===== src/logic/matmul_types_pkg.sv =====
`default_nettype none

////////////////////////////////////////////////////////////////////////////
// data widths and memory layout for the 2x2 matrix multiplier
////////////////////////////////////////////////////////////////////////////

package matmul_types_pkg;

    localparam int ELEM_W   = 2;                 // unsigned element
    localparam int PROD_W   = 2 * ELEM_W;        // one element product
    localparam int RESULT_W = PROD_W + 1;        // max 3*3 + 3*3 = 18

    typedef logic [ELEM_W-1:0]   elem_t;
    typedef logic [PROD_W-1:0]   prod_t;
    typedef logic [RESULT_W-1:0] result_t;

    // element store, A in the low half and B in the high half
    localparam int ELEM_COUNT = 8;
    localparam int MEM_ADDR_W = $clog2(ELEM_COUNT);
    typedef logic [MEM_ADDR_W-1:0] mem_addr_t;

    localparam int A_BASE = 0;
    localparam int B_BASE = 4;

    localparam int SWITCH_W = ELEM_COUNT * ELEM_W;   // 16 switches

    // operand registers: A first, A second, B first, B second
    localparam int OPERAND_COUNT = 4;
    typedef logic [$clog2(OPERAND_COUNT)-1:0] slot_t;

    // element idx sits at bit pair idx counted from the top
    // so A11 is switches[15:14] and B22 is switches[1:0]
    function automatic elem_t switch_elem(input logic [SWITCH_W-1:0] sw,
                                          input mem_addr_t idx);
        return sw[SWITCH_W - 1 - ELEM_W * idx -: ELEM_W];
    endfunction

endpackage

`default_nettype wire


===== src/logic/matmul_seq_pkg.sv =====
`default_nettype none

////////////////////////////////////////////////////////////////////////////
// product sequencer states and operand schedule
////////////////////////////////////////////////////////////////////////////

package matmul_seq_pkg;

    typedef enum logic [3:0] {
        S_IDLE,
        S_READ_FIRST,      // address of A-row-first
        S_LOAD_READ_1,     // load slot 0, read A-row-second
        S_LOAD_READ_2,     // load slot 1, read B-col-first
        S_LOAD_READ_3,     // load slot 2, read B-col-second
        S_LOAD_LAST,       // load slot 3
        S_MULTIPLY,
        S_ADD,
        S_LATCH,
        S_ADVANCE,
        S_DONE
    } seq_state_t;

    localparam int RESULT_COUNT = 4;             // C11, C12, C21, C22
    typedef logic [$clog2(RESULT_COUNT)-1:0] iter_t;

    // per result: a_i1, a_i2, b_1j, b_2j
    localparam matmul_types_pkg::mem_addr_t
        OPERAND_ADDR [RESULT_COUNT][matmul_types_pkg::OPERAND_COUNT] = '{
        '{3'(matmul_types_pkg::A_BASE + 0), 3'(matmul_types_pkg::A_BASE + 1),
          3'(matmul_types_pkg::B_BASE + 0), 3'(matmul_types_pkg::B_BASE + 2)},
        '{3'(matmul_types_pkg::A_BASE + 0), 3'(matmul_types_pkg::A_BASE + 1),
          3'(matmul_types_pkg::B_BASE + 1), 3'(matmul_types_pkg::B_BASE + 3)},
        '{3'(matmul_types_pkg::A_BASE + 2), 3'(matmul_types_pkg::A_BASE + 3),
          3'(matmul_types_pkg::B_BASE + 0), 3'(matmul_types_pkg::B_BASE + 2)},
        '{3'(matmul_types_pkg::A_BASE + 2), 3'(matmul_types_pkg::A_BASE + 3),
          3'(matmul_types_pkg::B_BASE + 1), 3'(matmul_types_pkg::B_BASE + 3)}
    };

endpackage

`default_nettype wire


===== src/logic/mac_ctrl_if.sv =====
`timescale 1ns/1ps
`default_nettype none

// control from the product sequencer into the MAC unit
interface mac_ctrl_if;

    logic                        operand_load;   // store rd_data this edge
    matmul_types_pkg::slot_t     operand_slot;
    logic                        acc_en;         // add both products
    logic                        acc_clear;      // beats acc_en
    matmul_types_pkg::result_t   acc_sum;

    modport sequencer (
        output operand_load,
        output operand_slot,
        output acc_en,
        output acc_clear,
        input  acc_sum
    );

    modport mac (
        input  operand_load,
        input  operand_slot,
        input  acc_en,
        input  acc_clear,
        output acc_sum
    );

endinterface

`default_nettype wire


===== src/logic/matrix_loader.sv =====
`timescale 1ns/1ps
`default_nettype none

module matrix_loader (
    input  wire logic                                    clk,
    input  wire logic                                    rst,
    input  wire logic                                    load,
    input  wire logic [matmul_types_pkg::SWITCH_W-1:0]   switches,
    output logic                                         wr_en,
    output matmul_types_pkg::mem_addr_t                  wr_addr,
    output matmul_types_pkg::elem_t                      wr_data,
    output logic                                         load_done
);

    logic                                  busy;
    matmul_types_pkg::mem_addr_t           count;     // element being written
    logic [matmul_types_pkg::SWITCH_W-1:0] sw_q;      // switch word held for the burst

    ////////////////////////////////////////////////////////////////////////
    // burst control
    ////////////////////////////////////////////////////////////////////////

    always_ff @(posedge clk) begin
        if (rst) begin
            busy      <= 1'b0;
            count     <= '0;
            load_done <= 1'b0;
        end else if (busy) begin
            count <= count + 1'b1;
            // last element goes out this cycle
            if (count == matmul_types_pkg::mem_addr_t'(matmul_types_pkg::ELEM_COUNT - 1)) begin
                busy      <= 1'b0;
                load_done <= 1'b1;   // sticky until reset
            end
        end else if (load && !load_done) begin
            busy  <= 1'b1;
            count <= '0;
        end
    end

    // capture the word at the strobe
    always_ff @(posedge clk) begin
        if (load && !busy && !load_done) begin
            sw_q <= switches;
        end
    end

    ////////////////////////////////////////////////////////////////////////
    // write port
    ////////////////////////////////////////////////////////////////////////

    assign wr_en   = busy;
    assign wr_addr = count;   // element k lands at address k
    assign wr_data = matmul_types_pkg::switch_elem(sw_q, count);

endmodule

`default_nettype wire


===== src/logic/element_ram.sv =====
`timescale 1ns/1ps
`default_nettype none

module element_ram (
    input  wire logic                          clk,
    input  wire logic                          rst,
    input  wire logic                          wr_en,
    input  wire matmul_types_pkg::mem_addr_t   wr_addr,
    input  wire matmul_types_pkg::elem_t       wr_data,
    input  wire matmul_types_pkg::mem_addr_t   rd_addr,
    output matmul_types_pkg::elem_t            rd_data
);

    // A11..A22 at 0..3, B11..B22 at 4..7
    matmul_types_pkg::elem_t mem [matmul_types_pkg::ELEM_COUNT];

    // write port
    always_ff @(posedge clk) begin
        if (rst) begin
            for (int i = 0; i < matmul_types_pkg::ELEM_COUNT; i++) begin
                mem[i] <= '0;
            end
        end else if (wr_en) begin
            mem[wr_addr] <= wr_data;
        end
    end

    // read port, data one cycle after the address
    always_ff @(posedge clk) begin
        rd_data <= mem[rd_addr];
    end

endmodule

`default_nettype wire


===== src/logic/mac_unit.sv =====
`timescale 1ns/1ps
`default_nettype none

module mac_unit (
    input  wire logic                      clk,
    input  wire logic                      rst,
    input  wire matmul_types_pkg::elem_t   rd_data,
    mac_ctrl_if.mac                        ctrl
);

    // slot 0 a_i1, slot 1 a_i2, slot 2 b_1j, slot 3 b_2j
    matmul_types_pkg::elem_t   operand [matmul_types_pkg::OPERAND_COUNT];

    matmul_types_pkg::prod_t   prod_first;    // a_i1 * b_1j
    matmul_types_pkg::prod_t   prod_second;   // a_i2 * b_2j
    matmul_types_pkg::result_t acc;

    ////////////////////////////////////////////////////////////////////////
    // operand registers
    ////////////////////////////////////////////////////////////////////////

    always_ff @(posedge clk) begin
        if (rst) begin
            for (int i = 0; i < matmul_types_pkg::OPERAND_COUNT; i++) begin
                operand[i] <= '0;
            end
        end else if (ctrl.operand_load) begin
            operand[ctrl.operand_slot] <= rd_data;   // memory data of this cycle
        end
    end

    ////////////////////////////////////////////////////////////////////////
    // multipliers and accumulator
    ////////////////////////////////////////////////////////////////////////

    // widen first so the products keep all four bits
    assign prod_first  = matmul_types_pkg::prod_t'(operand[0])
                       * matmul_types_pkg::prod_t'(operand[2]);
    assign prod_second = matmul_types_pkg::prod_t'(operand[1])
                       * matmul_types_pkg::prod_t'(operand[3]);

    always_ff @(posedge clk) begin
        if (rst || ctrl.acc_clear) begin
            acc <= '0;   // clear wins over enable
        end else if (ctrl.acc_en) begin
            acc <= acc
                 + matmul_types_pkg::result_t'(prod_first)
                 + matmul_types_pkg::result_t'(prod_second);
        end
    end

    assign ctrl.acc_sum = acc;

endmodule

`default_nettype wire


===== src/logic/product_sequencer.sv =====
`timescale 1ns/1ps
`default_nettype none

module product_sequencer (
    input  wire logic                      clk,
    input  wire logic                      rst,
    input  wire logic                      start,
    input  wire logic                      load_done,
    output matmul_types_pkg::mem_addr_t    rd_addr,
    mac_ctrl_if.sequencer                  ctrl,
    output matmul_types_pkg::result_t      c11,
    output matmul_types_pkg::result_t      c12,
    output matmul_types_pkg::result_t      c21,
    output matmul_types_pkg::result_t      c22,
    output logic                           calc_done
);

    matmul_seq_pkg::seq_state_t state;
    matmul_seq_pkg::seq_state_t state_next;
    matmul_seq_pkg::iter_t      iter;      // index of the result being formed
    logic                       last_iter;

    assign last_iter =
        (iter == matmul_seq_pkg::iter_t'(matmul_seq_pkg::RESULT_COUNT - 1));

    ////////////////////////////////////////////////////////////////////////
    // FSM
    ////////////////////////////////////////////////////////////////////////

    always_ff @(posedge clk) begin
        if (rst) begin
            state <= matmul_seq_pkg::S_IDLE;
            iter  <= '0;
        end else begin
            state <= state_next;
            if (state == matmul_seq_pkg::S_ADVANCE) begin
                iter <= iter + 1'b1;
            end
        end
    end

    always_comb begin
        state_next = state;
        case (state)
            matmul_seq_pkg::S_IDLE: begin
                if (start && load_done) begin   // no run before the matrices are in
                    state_next = matmul_seq_pkg::S_READ_FIRST;
                end
            end
            matmul_seq_pkg::S_READ_FIRST:  state_next = matmul_seq_pkg::S_LOAD_READ_1;
            matmul_seq_pkg::S_LOAD_READ_1: state_next = matmul_seq_pkg::S_LOAD_READ_2;
            matmul_seq_pkg::S_LOAD_READ_2: state_next = matmul_seq_pkg::S_LOAD_READ_3;
            matmul_seq_pkg::S_LOAD_READ_3: state_next = matmul_seq_pkg::S_LOAD_LAST;
            matmul_seq_pkg::S_LOAD_LAST:   state_next = matmul_seq_pkg::S_MULTIPLY;
            matmul_seq_pkg::S_MULTIPLY:    state_next = matmul_seq_pkg::S_ADD;
            matmul_seq_pkg::S_ADD:         state_next = matmul_seq_pkg::S_LATCH;
            matmul_seq_pkg::S_LATCH:       state_next = matmul_seq_pkg::S_ADVANCE;
            matmul_seq_pkg::S_ADVANCE: begin
                state_next = last_iter ? matmul_seq_pkg::S_DONE
                                       : matmul_seq_pkg::S_READ_FIRST;
            end
            matmul_seq_pkg::S_DONE:        state_next = matmul_seq_pkg::S_DONE;
            default:                       state_next = matmul_seq_pkg::S_IDLE;
        endcase
    end

    ////////////////////////////////////////////////////////////////////////
    // memory reads and MAC control
    ////////////////////////////////////////////////////////////////////////

    // each operand is loaded the cycle after its read
    always_comb begin
        rd_addr           = '0;
        ctrl.operand_load = 1'b0;
        ctrl.operand_slot = '0;
        ctrl.acc_en       = 1'b0;
        ctrl.acc_clear    = 1'b0;
        case (state)
            matmul_seq_pkg::S_READ_FIRST: begin
                rd_addr = matmul_seq_pkg::OPERAND_ADDR[iter][0];
            end
            matmul_seq_pkg::S_LOAD_READ_1: begin
                ctrl.operand_load = 1'b1;
                ctrl.operand_slot = matmul_types_pkg::slot_t'(0);
                rd_addr           = matmul_seq_pkg::OPERAND_ADDR[iter][1];
            end
            matmul_seq_pkg::S_LOAD_READ_2: begin
                ctrl.operand_load = 1'b1;
                ctrl.operand_slot = matmul_types_pkg::slot_t'(1);
                rd_addr           = matmul_seq_pkg::OPERAND_ADDR[iter][2];
            end
            matmul_seq_pkg::S_LOAD_READ_3: begin
                ctrl.operand_load = 1'b1;
                ctrl.operand_slot = matmul_types_pkg::slot_t'(2);
                rd_addr           = matmul_seq_pkg::OPERAND_ADDR[iter][3];
            end
            matmul_seq_pkg::S_LOAD_LAST: begin
                ctrl.operand_load = 1'b1;
                ctrl.operand_slot = matmul_types_pkg::slot_t'(3);
            end
            matmul_seq_pkg::S_ADD:     ctrl.acc_en    = 1'b1;
            matmul_seq_pkg::S_ADVANCE: ctrl.acc_clear = 1'b1;   // fresh sum for next result
            default: ;   // multiply just lets the products settle
        endcase
    end

    ////////////////////////////////////////////////////////////////////////
    // result latching and done flag
    ////////////////////////////////////////////////////////////////////////

    always_ff @(posedge clk) begin
        if (rst) begin
            c11       <= '0;
            c12       <= '0;
            c21       <= '0;
            c22       <= '0;
            calc_done <= 1'b0;
        end else begin
            if (state == matmul_seq_pkg::S_LATCH) begin
                case (iter)
                    2'd0:    c11 <= ctrl.acc_sum;
                    2'd1:    c12 <= ctrl.acc_sum;
                    2'd2:    c21 <= ctrl.acc_sum;
                    default: c22 <= ctrl.acc_sum;
                endcase
            end
            if (state == matmul_seq_pkg::S_ADVANCE && last_iter) begin
                calc_done <= 1'b1;   // sticky until reset
            end
        end
    end

endmodule

`default_nettype wire


===== src/logic/matmul_top.sv =====
`timescale 1ns/1ps
`default_nettype none

module matmul_top (
    input  wire logic                                    clk,
    input  wire logic                                    rst,
    input  wire logic                                    load,
    input  wire logic                                    start,
    input  wire logic [matmul_types_pkg::SWITCH_W-1:0]   switches,
    output logic                                         load_done,
    output logic      [matmul_types_pkg::RESULT_W-1:0]   c11,
    output logic      [matmul_types_pkg::RESULT_W-1:0]   c12,
    output logic      [matmul_types_pkg::RESULT_W-1:0]   c21,
    output logic      [matmul_types_pkg::RESULT_W-1:0]   c22,
    output logic                                         calc_done
);

    // loader to memory
    logic                        wr_en;
    matmul_types_pkg::mem_addr_t wr_addr;
    matmul_types_pkg::elem_t     wr_data;

    // sequencer read path into the MAC
    matmul_types_pkg::mem_addr_t rd_addr;
    matmul_types_pkg::elem_t     rd_data;

    mac_ctrl_if i_mac_ctrl ();

    matrix_loader i_matrix_loader (
        .clk       (clk),
        .rst       (rst),
        .load      (load),
        .switches  (switches),
        .wr_en     (wr_en),
        .wr_addr   (wr_addr),
        .wr_data   (wr_data),
        .load_done (load_done)
    );

    element_ram i_element_ram (
        .clk     (clk),
        .rst     (rst),
        .wr_en   (wr_en),
        .wr_addr (wr_addr),
        .wr_data (wr_data),
        .rd_addr (rd_addr),
        .rd_data (rd_data)
    );

    product_sequencer i_product_sequencer (
        .clk       (clk),
        .rst       (rst),
        .start     (start),
        .load_done (load_done),
        .rd_addr   (rd_addr),
        .ctrl      (i_mac_ctrl.sequencer),
        .c11       (c11),
        .c12       (c12),
        .c21       (c21),
        .c22       (c22),
        .calc_done (calc_done)
    );

    mac_unit i_mac_unit (
        .clk     (clk),
        .rst     (rst),
        .rd_data (rd_data),
        .ctrl    (i_mac_ctrl.mac)
    );

endmodule

`default_nettype wire


===== config.mk =====
export PLATFORM = sky130hd
export DESIGN_NAME = matmul_top
export DESIGN_NICKNAME = d
export VERILOG_FILES = /design/src/logic/matmul_types_pkg.sv /design/src/logic/matmul_seq_pkg.sv /design/src/logic/mac_ctrl_if.sv /design/src/logic/matrix_loader.sv /design/src/logic/element_ram.sv /design/src/logic/mac_unit.sv /design/src/logic/product_sequencer.sv /design/src/logic/matmul_top.sv
export SDC_FILE = /design/constraint.sdc
export NUM_CORES = 1
export LEC_CHECK = 0
export BUFFER_PORTS_ARGS = -buffer_cell sky130_fd_sc_hd__buf_2
export CAP_MARGIN = 10
export CORE_MARGIN = 5
export CORE_UTILIZATION = 31
export CTS_CLUSTER_SIZE = 8
export DETAILED_ROUTE_END_ITERATION = 6
export PLACE_DENSITY = 0.46
export SETUP_SLACK_MARGIN = 0.15
export SLEW_MARGIN = 20
export SYNTH_ARGS = -nofsm -noshare
export SYNTH_HDL_FRONTEND = slang
export SYNTH_SLANG_ARGS = --single-unit

===== constraint.sdc =====
create_clock -name clk -period 3.6 [get_ports clk]
set_clock_uncertainty 0.05 [all_clocks]
set_input_delay 0.54 -clock clk [delete_from_list [all_inputs] [get_ports clk]]
set_output_delay 0.54 -clock clk [all_outputs]
set_load 0.01 [all_outputs]

==> results.yml, run 1 <==
critical_path:
  r2r-end: "i_mac_unit.ctrl.acc_sum[4]"
  cp_max_fo: 2
  ff2ff_path_depth: 12
  critical_path_class: "reg2reg"
  start_kind: "flip-flop"
  path_buf_inv: 2
  crit_family: "adder cells"
  crit_path_top_delay_cell: "fa_1"
  critical_path.cell_chain: "and2_4, fa_2, inv_2, fa_1, fa_1, inv_2, ha_1, a21o_1, a21oi_2, xnor2_1, or3_1, a21oi_2"
  r2r-start: "i_mac_unit.operand[3][1]"
  reg2reg_slack_ns: 0.30
  max_stage_delay_ns: 0.51
  worstSetupEndpointType: "flip-flop"
  cp.arrival_ns: 3.52
  crit_required_ns: 3.82
synthesis:
  synth.cell_area_um2: 3787
  ys_warn_count: 0
  ys.flop_type: "edfxtp_1"
  synth_top_family_by_area: "simple AND/OR/NAND/NOR gates"
  synthMuxAreaShare: 0.03700
  ys_async_sr_fraction: 0
  synthAdderAreaFrac: 0.08127
  synthSimpleGateAreaFrac: 0.2009
  synthesis.nets: 398
  synthTopCellsByArea: "edfxtp_1, dfxtp_1, ha_1"
  synth_cell_types: 47
  syn_avg_cell_area_um2: 10.61
  seq_area_frac_synth: 0.5233
  yosysTopAreaCellShare: 0.3171
  synth_top_cell_by_area: "edfxtp_1"
  synth-seq-cells: 79
  synth_compound_gate_area_share: 0.1057
  synth_xor_xnor_area_share: 0.01156
  synth_cells: 357
  synth_edf_count: 40
sta:
  fin_ws_ns: 0.3003
  period_share: 0.9166
  drv_slew: 0
  rsz0062_at_grt: "no"
  relSlewSlack: 0.3801
  fmax_mhz: 303.1
  worstMarginPinSlew_ns: 0.9299
  fin_setup_tns_ns: 0
  holdWs_ns: 0.3301
  final-hold-violation-count: 0
  fin_crit_ns: 3.300
  finalSetupViolCount: 0
floorplan:
  die_y_um: 120.5
  die_w_um: 120.5
  core_region_area_um2: 12010
  die_area_um2: 14530
  io_pins: 42
  rows: 40
  start_util: 0.3153
global_routing:
  grt_pass1_vias: 2689
  grt_max_degree: 51
  grt.met1_usage: 0.1489
  grt.busiest_layer: "met2"
  grt_usage: 0.1145
  overflow: 0
  use_met2: 0.1851
  grt_use_met3: 0.03321
  grt_pass1_wl_um: 13290
  antenna_found_initial: 0
power_and_ir_drop:
  ir_drop_mv: 0.2692
  powerDensity_nw_per_um2: 430.0
  power_leakage_uw: 0.001658
worst_hold_path:
  min-delay-start: "switches[10]"
  worstHoldPathType: "in2reg"
  hold_path_depth: 1
  whs_endpoint: "i_matrix_loader.sw_q[10]"
place:
  preCtsSetupSlack_ns: 0.1902
  portBuffers: 41
  gp_congestion: 0.7405
  hpwl_um: 5595
  placed_area_um2: 4103
clock_tree:
  cts_buffers: 9
  ctsHoldBuffers: 0
  clock-sinks: 79
  clk_latency_ns: 0.33
  cts_root_buf: "clkbuf_16"
  clk_pin_slew_ns: 0.06
  clk_path_buf_depth: 2
  tritoncts: "done"
  h-tree-depth: 3
  cts_setup_buffers: 0
routing:
  drt-wirelength-per-cell_um: 13.98
  via_per_inst: 4.714
  drt_wl_total_um: 7659
  ant_nets: 0
  drc: 0
  drt_iter0_drc: 125
  firstDrtPassIters: 4
  vias: 2583
finish:
  final_cell_mix: "nand2_1, buf_2, edfxtp_1, dfxtp_1, nor2_1"
  antennaDiodeCount: 0
  post_route_cells_drive_above_1_share: 0.2070
  design_area_um2: 4382
  area_delta_synth_final_pct: 15.69
  layout.nets: 437
  mostFrequentLayoutCell: "nand2_1"
status:
  status: "completed"
flow_run:
  max_cap_violations: 0
[cells by family (layout without fill, tap and decap cells)]
family                   count (synthesis)  in the layout
adder cells (fa/ha/maj)                 21             21
AND/OR/NAND/NOR                        148            148
buffers and inverters                   32             76
XOR/XNOR                                 5              5
flip-flops                              79             79
multiplexers                             9              9
AO/OA/AOI/OAI                           63             63
[synthesized netlist by cell type (2+ instances only)]
master / instances
inv_1: 17
buf_6: 4
nor3_1: 4
ha_1: 15
and3_1: 2
mux2i_1: 5
nor2_2: 2
nand2_1: 45
and2b_1: 2
edfxtp_1: 40
buf_2: 2
and2_1: 8
a221oi_1: 2
a31oi_1: 2
nand2b_1: 13
o21bai_1: 9
o21ai_0: 5
fa_1: 6
o311ai_0: 2
or3_4: 4
mux4_2: 4
a21oi_1: 34
o22ai_1: 2
nor2b_1: 2
nand3_1: 21
clkbuf_1: 8
xnor2_1: 3
xor2_1: 2
nor2_1: 35
a211oi_2: 2
dfxtp_1: 39
[repair_timing]
action | in CTS | in global routing
endpoints found under the hold margin | 0 | 0
endpoints found under the setup margin | 0 | 1
gates resized for setup | 0 | 6
[sequential cells by signal, indices dropped and copies added (netlist names), 2 cells and up]
name,flops
i_element_ram.mem,16
i_matrix_loader.sw_q,16
i_mac_unit.operand,8
i_mac_unit.ctrl.acc_sum,5
i_product_sequencer.c11,5
i_product_sequencer.c12,5
i_product_sequencer.c21,5
i_product_sequencer.c22,5
i_product_sequencer.state,4
i_matrix_loader.wr_addr,3
i_element_ram.rd_data,2
i_product_sequencer.iter,2
[power breakdown]
group / total [uW] / internal (uW) / switching (uW)
clock: 818 / 467 / 351
combinational: 78.5 / 35.3 / 43.2
sequential: 988 / 974 / 14.0
total: 1880 / 1480 / 408
[final cells by class]
type                       instances  area, um^2
clock buffer                      11       232.7
inverter                          17       63.81
clock inverter                     5       33.78
sequential                        79        1982
fill                            1229        7630
timing repair buffer              43       220.2
multi-input combinational        246        1665
tap                              147       183.9
[worst max path at each step]
| stage | slack [ns] | from | cells after the start | end |
|---|---|---|---|---|
| floorplan | 0.36 | i_mac_unit.operand[0][0] | 12 | i_mac_unit.ctrl.acc_sum[4] |
| global placement | 0.25 | i_mac_unit.operand[0][0] | 12 | i_mac_unit.ctrl.acc_sum[4] |
| detailed placement | 0.19 | i_mac_unit.operand[0][0] | 12 | i_mac_unit.ctrl.acc_sum[4] |
| CTS | 0.16 | i_mac_unit.operand[0][0] | 12 | i_mac_unit.ctrl.acc_sum[4] |
| global route | 0.16 | i_mac_unit.operand[0][1] | 12 | i_mac_unit.ctrl.acc_sum[4] |
| finish | 0.30 | i_mac_unit.operand[3][1] | 12 | i_mac_unit.ctrl.acc_sum[4] |
[metal layers]
layer	part of all wire	vias to the layer above
li1	-	1319
met1	0.46	1215
met2	0.49	42
met3	0.035	7
met4	0.012	0
met5	0	-
[metrics by stage]
stage,power (uW),utilization,instances
5_1_grt,1966,0.3648,548
3_5_place_dp,1087,0.3416,532
3_3_place_gp,1085,0.3416,532
6_report,1884,0.3648,548
2_1_floorplan,1060,-,357
4_1_cts,1903,0.3638,548
No activity file was read; power rests on OpenSTA's default activity.
==> inputs of run 2 (changes only) <==
--- a/config.mk
+++ b/config.mk
@@ -5,10 +5,12 @@
 export SDC_FILE = /design/constraint.sdc
 export NUM_CORES = 1
 export LEC_CHECK = 0
+export ABC_AREA = 1
 export BUFFER_PORTS_ARGS = -buffer_cell sky130_fd_sc_hd__buf_2
 export CAP_MARGIN = 10
 export CORE_MARGIN = 5
 export CORE_UTILIZATION = 31
+export CTS_BUF_LIST = sky130_fd_sc_hd__clkbuf_8 sky130_fd_sc_hd__clkbuf_16
 export CTS_CLUSTER_SIZE = 8
 export DETAILED_ROUTE_END_ITERATION = 6
 export PLACE_DENSITY = 0.46
==> results.yml, run 2 <==
critical_path:
  worstSetupEndpointType: "flip-flop"
  crit_required_ns: 3.77
  cp_common_cell: "nand2_1"
  cp.arrival_ns: 3.25
  ff2ff_path_depth: 16
  cp_max_fo: 2
  start_kind: "flip-flop"
  max_stage_delay_ns: 0.51
  critical_path.cell_chain: "nand2_1, inv_1, fa_1, inv_1, fa_1, fa_1, inv_1, ha_1, nand2_1, inv_1, o21ai_0, nand2_1, nand2_1, nand2_1, nand2_1, a21oi_1"
  crit_path_top_delay_cell: "fa_1"
  critical_path_class: "reg2reg"
flow_run:
  max_cap_violations: 0
worst_hold_path:
  worstHoldPathType: "in2reg"
  hold_path_depth: 1
finish:
  fin_cells: 645
  reg_top3: "i_element_ram.mem (16), i_matrix_loader.sw_q (16), i_mac_unit.operand (8)"
  antennaDiodeCount: 0
  design_area_um2: 4492
  mostFrequentLayoutCell: "nand2_1"
  post_route_cells_drive_above_1_share: 0.1740
  layout.nets: 513
  final_cell_mix: "nand2_1, inv_1, nor2_1, buf_2, edfxtp_1"
  area_delta_synth_final_pct: 17.21
floorplan:
  die_y_um: 121.2
  die_area_um2: 14690
  io_pins: 42
  die_w_um: 121.2
  start_util: 0.3177
  core_region_area_um2: 12060
  rows: 40
clock_tree:
  cts_buffers: 9
  ctsResizeCount: 0
  clk_pin_slew_ns: 0.06
  cts_setup_buffers: 0
  clock-sinks: 79
  h-tree-depth: 3
  clk_latency_ns: 0.34
  cts_root_buf: "clkbuf_16"
  ctsHoldBuffers: 0
  tritoncts: "done"
  clk_path_buf_depth: 2
global_routing:
  grt_usage: 0.1119
  grt_pass1_wl_um: 13020
  overflow: 0
  antenna_found_initial: 0
  grt_pass1_vias: 2773
  grt_max_degree: 27
synthesis:
  synth.cell_area_um2: 3832
  synthMuxAreaShare: 0
  synth_compound_gate_area_share: 0.08260
  synth_xor_xnor_area_share: 0.004571
  synth_edf_count: 40
  syn_avg_cell_area_um2: 8.954
  synthesis.nets: 469
  synthAdderAreaFrac: 0.08031
  synth_top_family_by_area: "simple AND/OR/NAND/NOR gates"
  synth_cell_types: 35
  synth-seq-cells: 79
  seq_area_frac_synth: 0.5171
  ys_async_sr_fraction: 0
  yosysTopAreaCellShare: 0.3134
  synth_top_cell_by_area: "edfxtp_1"
  synthSimpleGateAreaFrac: 0.2383
  synth_cells: 428
  synthTopCellsByArea: "edfxtp_1, dfxtp_1, nand2_1"
  ys.flop_type: "edfxtp_1"
  synth_most_common_cell: "nand2_1"
  synth_common_cells: "nand2_1, inv_1, nor2_1, edfxtp_1, dfxtp_1"
  ys_warn_count: 0
sta:
  period_share: 0.8540
  fin_ws_ns: 0.5255
  drv_slew: 0
  worstMarginPinSlew_ns: 0.6847
  fin_setup_tns_ns: 0
  fmax_mhz: 325.3
  final-hold-violation-count: 0
  fin_crit_ns: 3.075
  finalSetupViolCount: 0
  relSlewSlack: 0.5431
  rsz0062_at_grt: "no"
routing:
  met2WireLength_um: 3610
  vias: 2827
  drt_wl_total_um: 7718
  firstDrtPassIters: 4
  highest_layer: "met4"
  dr_wl_met3_um: 290
  via_per_inst: 4.383
  drc: 0
  ant_nets: 0
  drt-wirelength-per-cell_um: 11.97
  drt_iter0_drc: 100
  wl_met1_um: 3685
place:
  placed_area_um2: 4197
  dp.cells: 629
  preCtsSetupSlack_ns: 0.5002
  hpwl_um: 5855
  gp_congestion: 0.7342
  portBuffers: 41
power_and_ir_drop:
  ir_drop_mv: 0.2211
  powerDensity_nw_per_um2: 461.9
  power_leakage_uw: 0.001916
status:
  status: "completed"
==> run 2: cell count changes after synthesis, sizes merged, moves of 5 or more <==
cell	before	now
inv	17	62
and2	8	0
or3	5	0
o21bai	9	0
nand3	22	33
mux2i	5	0
o21ai	5	15
nand2b	13	0
nand4	0	8
nand2	46	96
clkbuf	8	3
nor2	37	54
==> run 2: through the flow <==
step                total power, uW  hold WS, ns  utilization
floorplan                      1147       0.4240            -
global placement               1188       0.3980       0.3479
detailed placement             1190       0.3998       0.3479
CTS                            2106       0.3115       0.3724
global route                   2165       0.3100       0.3724
finish                         2075       0.3246       0.3724
==> run 2: worst paths after layout <==
kind                                                    to  slack [ns]                       start
worst max-delay path            i_mac_unit.ctrl.acc_sum[4]        0.53    i_mac_unit.operand[2][1]
worst min-delay path               i_matrix_loader.sw_q[8]        0.32                 switches[8]
worst max register to register  i_mac_unit.ctrl.acc_sum[4]        0.53    i_mac_unit.operand[2][1]
worst min register to register  i_product_sequencer.c11[3]        0.41  i_product_sequencer.c11[3]
==> run 2: cell families (layout without fill, tap and decap cells) <==
kind of cell	count (synthesis)	after routing
and+or+nand+nor	196	196
AOI/OAI and AO/OA	58	58
xor gates and xnor gates	2	2
buffers and inverters	72	121
adders and majority gates	21	21
DFF	79	79
==> run 2: critical path: cells and delay by family (launching register included) <==
| family | cells | cell delay (ns) |
|---|---|---|
| buffers and inverters | 4 | 0.22 |
| adder cells (fa/ha/maj) | 4 | 1.67 |
| AO/OA/AOI/OAI | 2 | 0.24 |
| AND/OR/NAND/NOR | 6 | 0.38 |
| flip-flops | 1 | 0.39 |
==> run 2: routing by layer <==
layer,up-vias,track usage
li1,1495,-
met1,1281,0.1418
met2,40,0.1817
met3,11,0.03263
met4,0,0.03992
met5,-,0
==> run 2: where the power goes <==
group	switching [uW]	internal [uW]
Sequential	20.6	981
Clock	372	537
Combinational	108	56.7
Total	500	1570
==> run 2: layout make-up <==
| type | instances | area (um^2) |
|---|---|---|
| fill | 1262 | 7570 |
| clock inverter | 7 | 70.07 |
| timing repair buffer | 42 | 212.7 |
| sequential | 79 | 1982 |
| tap | 168 | 210.2 |
| inverter | 63 | 236.5 |
| clock buffer | 9 | 225.2 |
| multi-input combinational | 277 | 1555 |
==> inputs of run 3 (changes only) <==
--- a/config.mk
+++ b/config.mk
@@ -13,6 +13,7 @@
 export CTS_BUF_LIST = sky130_fd_sc_hd__clkbuf_8 sky130_fd_sc_hd__clkbuf_16
 export CTS_CLUSTER_SIZE = 8
 export DETAILED_ROUTE_END_ITERATION = 6
+export MAX_ROUTING_LAYER = met4
 export PLACE_DENSITY = 0.46
 export SETUP_SLACK_MARGIN = 0.15
 export SLEW_MARGIN = 20
==> constraint.sdc (replaced) <==
create_clock -name clk -period 3.6 [get_ports clk]
set_clock_uncertainty 0.05 [all_clocks]
set_input_delay 0.54 -clock clk [delete_from_list [all_inputs] [get_ports clk]]
set_output_delay 0.54 -clock clk [all_outputs]
set_load 0.1 [all_outputs]
==> results.yml, run 3 (synthesized netlist as in run 2, its figures left out) <==
sta:
  rsz0062_at_grt: "no"
  drv_slew: 0
  period_share: 0.8544
  finalSetupViolCount: 0
  fin_setup_tns_ns: 0
  relSlewSlack: 0.5372
  worstMarginPinSlew_ns: 0.6935
  fmax_mhz: 325.1
  final-hold-violation-count: 0
  holdWs_ns: 0.3240
  fin_ws_ns: 0.5240
  fin_crit_ns: 3.076
finish:
  final_cell_mix: "nand2_1, inv_1, nor2_1, buf_2, edfxtp_1"
  antennaDiodeCount: 0
  fin_cells: 645
  reg_top3: "i_element_ram.mem (16), i_matrix_loader.sw_q (16), i_mac_unit.operand (8)"
  mostFrequentLayoutCell: "nand2_1"
  post_route_cells_drive_above_1_share: 0.1740
  layout.nets: 513
  area_delta_synth_final_pct: 17.21
  design_area_um2: 4492
routing:
  drt-wirelength-per-cell_um: 12.02
  ant_nets: 0
  drt_iter0_drc: 112
  via_per_inst: 4.378
  drc: 0
  vias: 2824
  firstDrtPassIters: 4
  drt_wl_total_um: 7753
critical_path:
  worstSetupEndpointType: "flip-flop"
  crit_required_ns: 3.77
  cp.arrival_ns: 3.25
  critical_path_class: "reg2reg"
  cp_max_fo: 2
  start_kind: "flip-flop"
floorplan:
  core_region_area_um2: 12060
  io_pins: 42
  rows: 40
  die_area_um2: 14690
  die_w_um: 121.2
  die_y_um: 121.2
  start_util: 0.3177
status:
  status: "completed"
clock_tree:
  clk_pin_slew_ns: 0.06
  clk_latency_ns: 0.34
  clock-sinks: 79
  cts_buffers: 9
  ctsHoldBuffers: 0
  cts_root_buf: "clkbuf_16"
  tritoncts: "done"
  h-tree-depth: 3
  clk_path_buf_depth: 2
  ctsResizeCount: 0
  cts_setup_buffers: 0
power_and_ir_drop:
  powerDensity_nw_per_um2: 462.0
  p_int_uw: 1575
  power.share.clock: 0.438
  power_leakage_uw: 0.001916
  p_switching_uw: 500.4
  swShare: 0.2412
  ir_drop_mv: 0.2211
  comb_power_share: 0.079
  power.share.sequential: 0.483
flow_run:
  max_cap_violations: 0
global_routing:
  use_met2: 0.1824
  grt_pass1_wl_um: 13030
  overflow: 0
  grt_usage: 0.1150
  grt_use_met3: 0.02797
  antenna_found_initial: 0
  grt.met1_usage: 0.1418
  grt_pass1_vias: 2776
  grt_max_degree: 27
  grt.busiest_layer: "met2"
place:
  placed_area_um2: 4197
  dp.cells: 629
  gp_congestion: 0.7432
  preCtsSetupSlack_ns: 0.5002
  hpwl_um: 5855
  portBuffers: 41
worst_hold_path:
  worstHoldPathType: "in2reg"
[run 3: area by class of cell]
type                    instances  area [um^2]
flip-flops and latches         79         1982
repair buffers                 42        212.7
well taps                     168        210.2
clock buffers                   9        225.2
fillers                      1262         7570
multi-input cells             277         1555
inverters                      63        236.5
clock inverters                 7        70.07
[run 3: routing by layer]
| metal | wire length (um) | vias to the layer above |
|---|---|---|
| li1 | - | 1496 |
| met1 | 3692 | 1274 |
| met2 | 3600 | 40 |
| met3 | 301 | 14 |
| met4 | 159 | 0 |
| met5 | 0 | - |
[run 3: final timing paths]
kind / endpoint / slack (ns) / cells past startpoint / startpoint
setup / recovery: i_mac_unit.ctrl.acc_sum[4] / 0.52 / 16 / i_mac_unit.operand[2][1]
hold / removal: i_matrix_loader.sw_q[11] / 0.32 / 1 / switches[11]
setup reg to reg: i_mac_unit.ctrl.acc_sum[4] / 0.52 / 16 / i_mac_unit.operand[2][1]
hold reg to reg: i_product_sequencer.c11[3] / 0.41 / 2 / i_product_sequencer.c11[3]
[run 3: power groups by stage]
stage          Sequential [uW]  Clock [uW]  Combinational [uW]
2_1_floorplan             1010           0                 136
3_3_place_gp              1020           0                 167
3_5_place_dp              1020           0                 168
4_1_cts                   1000         936                 169
5_1_grt                   1010         969                 190
6_report                  1000         909                 165
[run 3: metrics by stage]
| step | util | total power, uW |
|---|---|---|
| finish | 0.3724 | 2075 |
| global route | 0.3724 | 2164 |
| CTS | 0.3724 | 2106 |
| detailed placement | 0.3479 | 1190 |
| global placement | 0.3479 | 1188 |
| floorplan | - | 1147 |
[run 3: worst max-delay path, cell delays in order, from the launching register on]
cell and delay, ns:
edfxtp_1 0.39, nand2_1 0.07, inv_1 0.05, fa_1 0.44, inv_1 0.08, fa_1 0.43
fa_1 0.51, inv_1 0.06, ha_1 0.29, nand2_1 0.06, inv_1 0.03, o21ai_0 0.19
nand2_1 0.08, nand2_1 0.06, nand2_1 0.05, nand2_1 0.06, a21oi_1 0.05
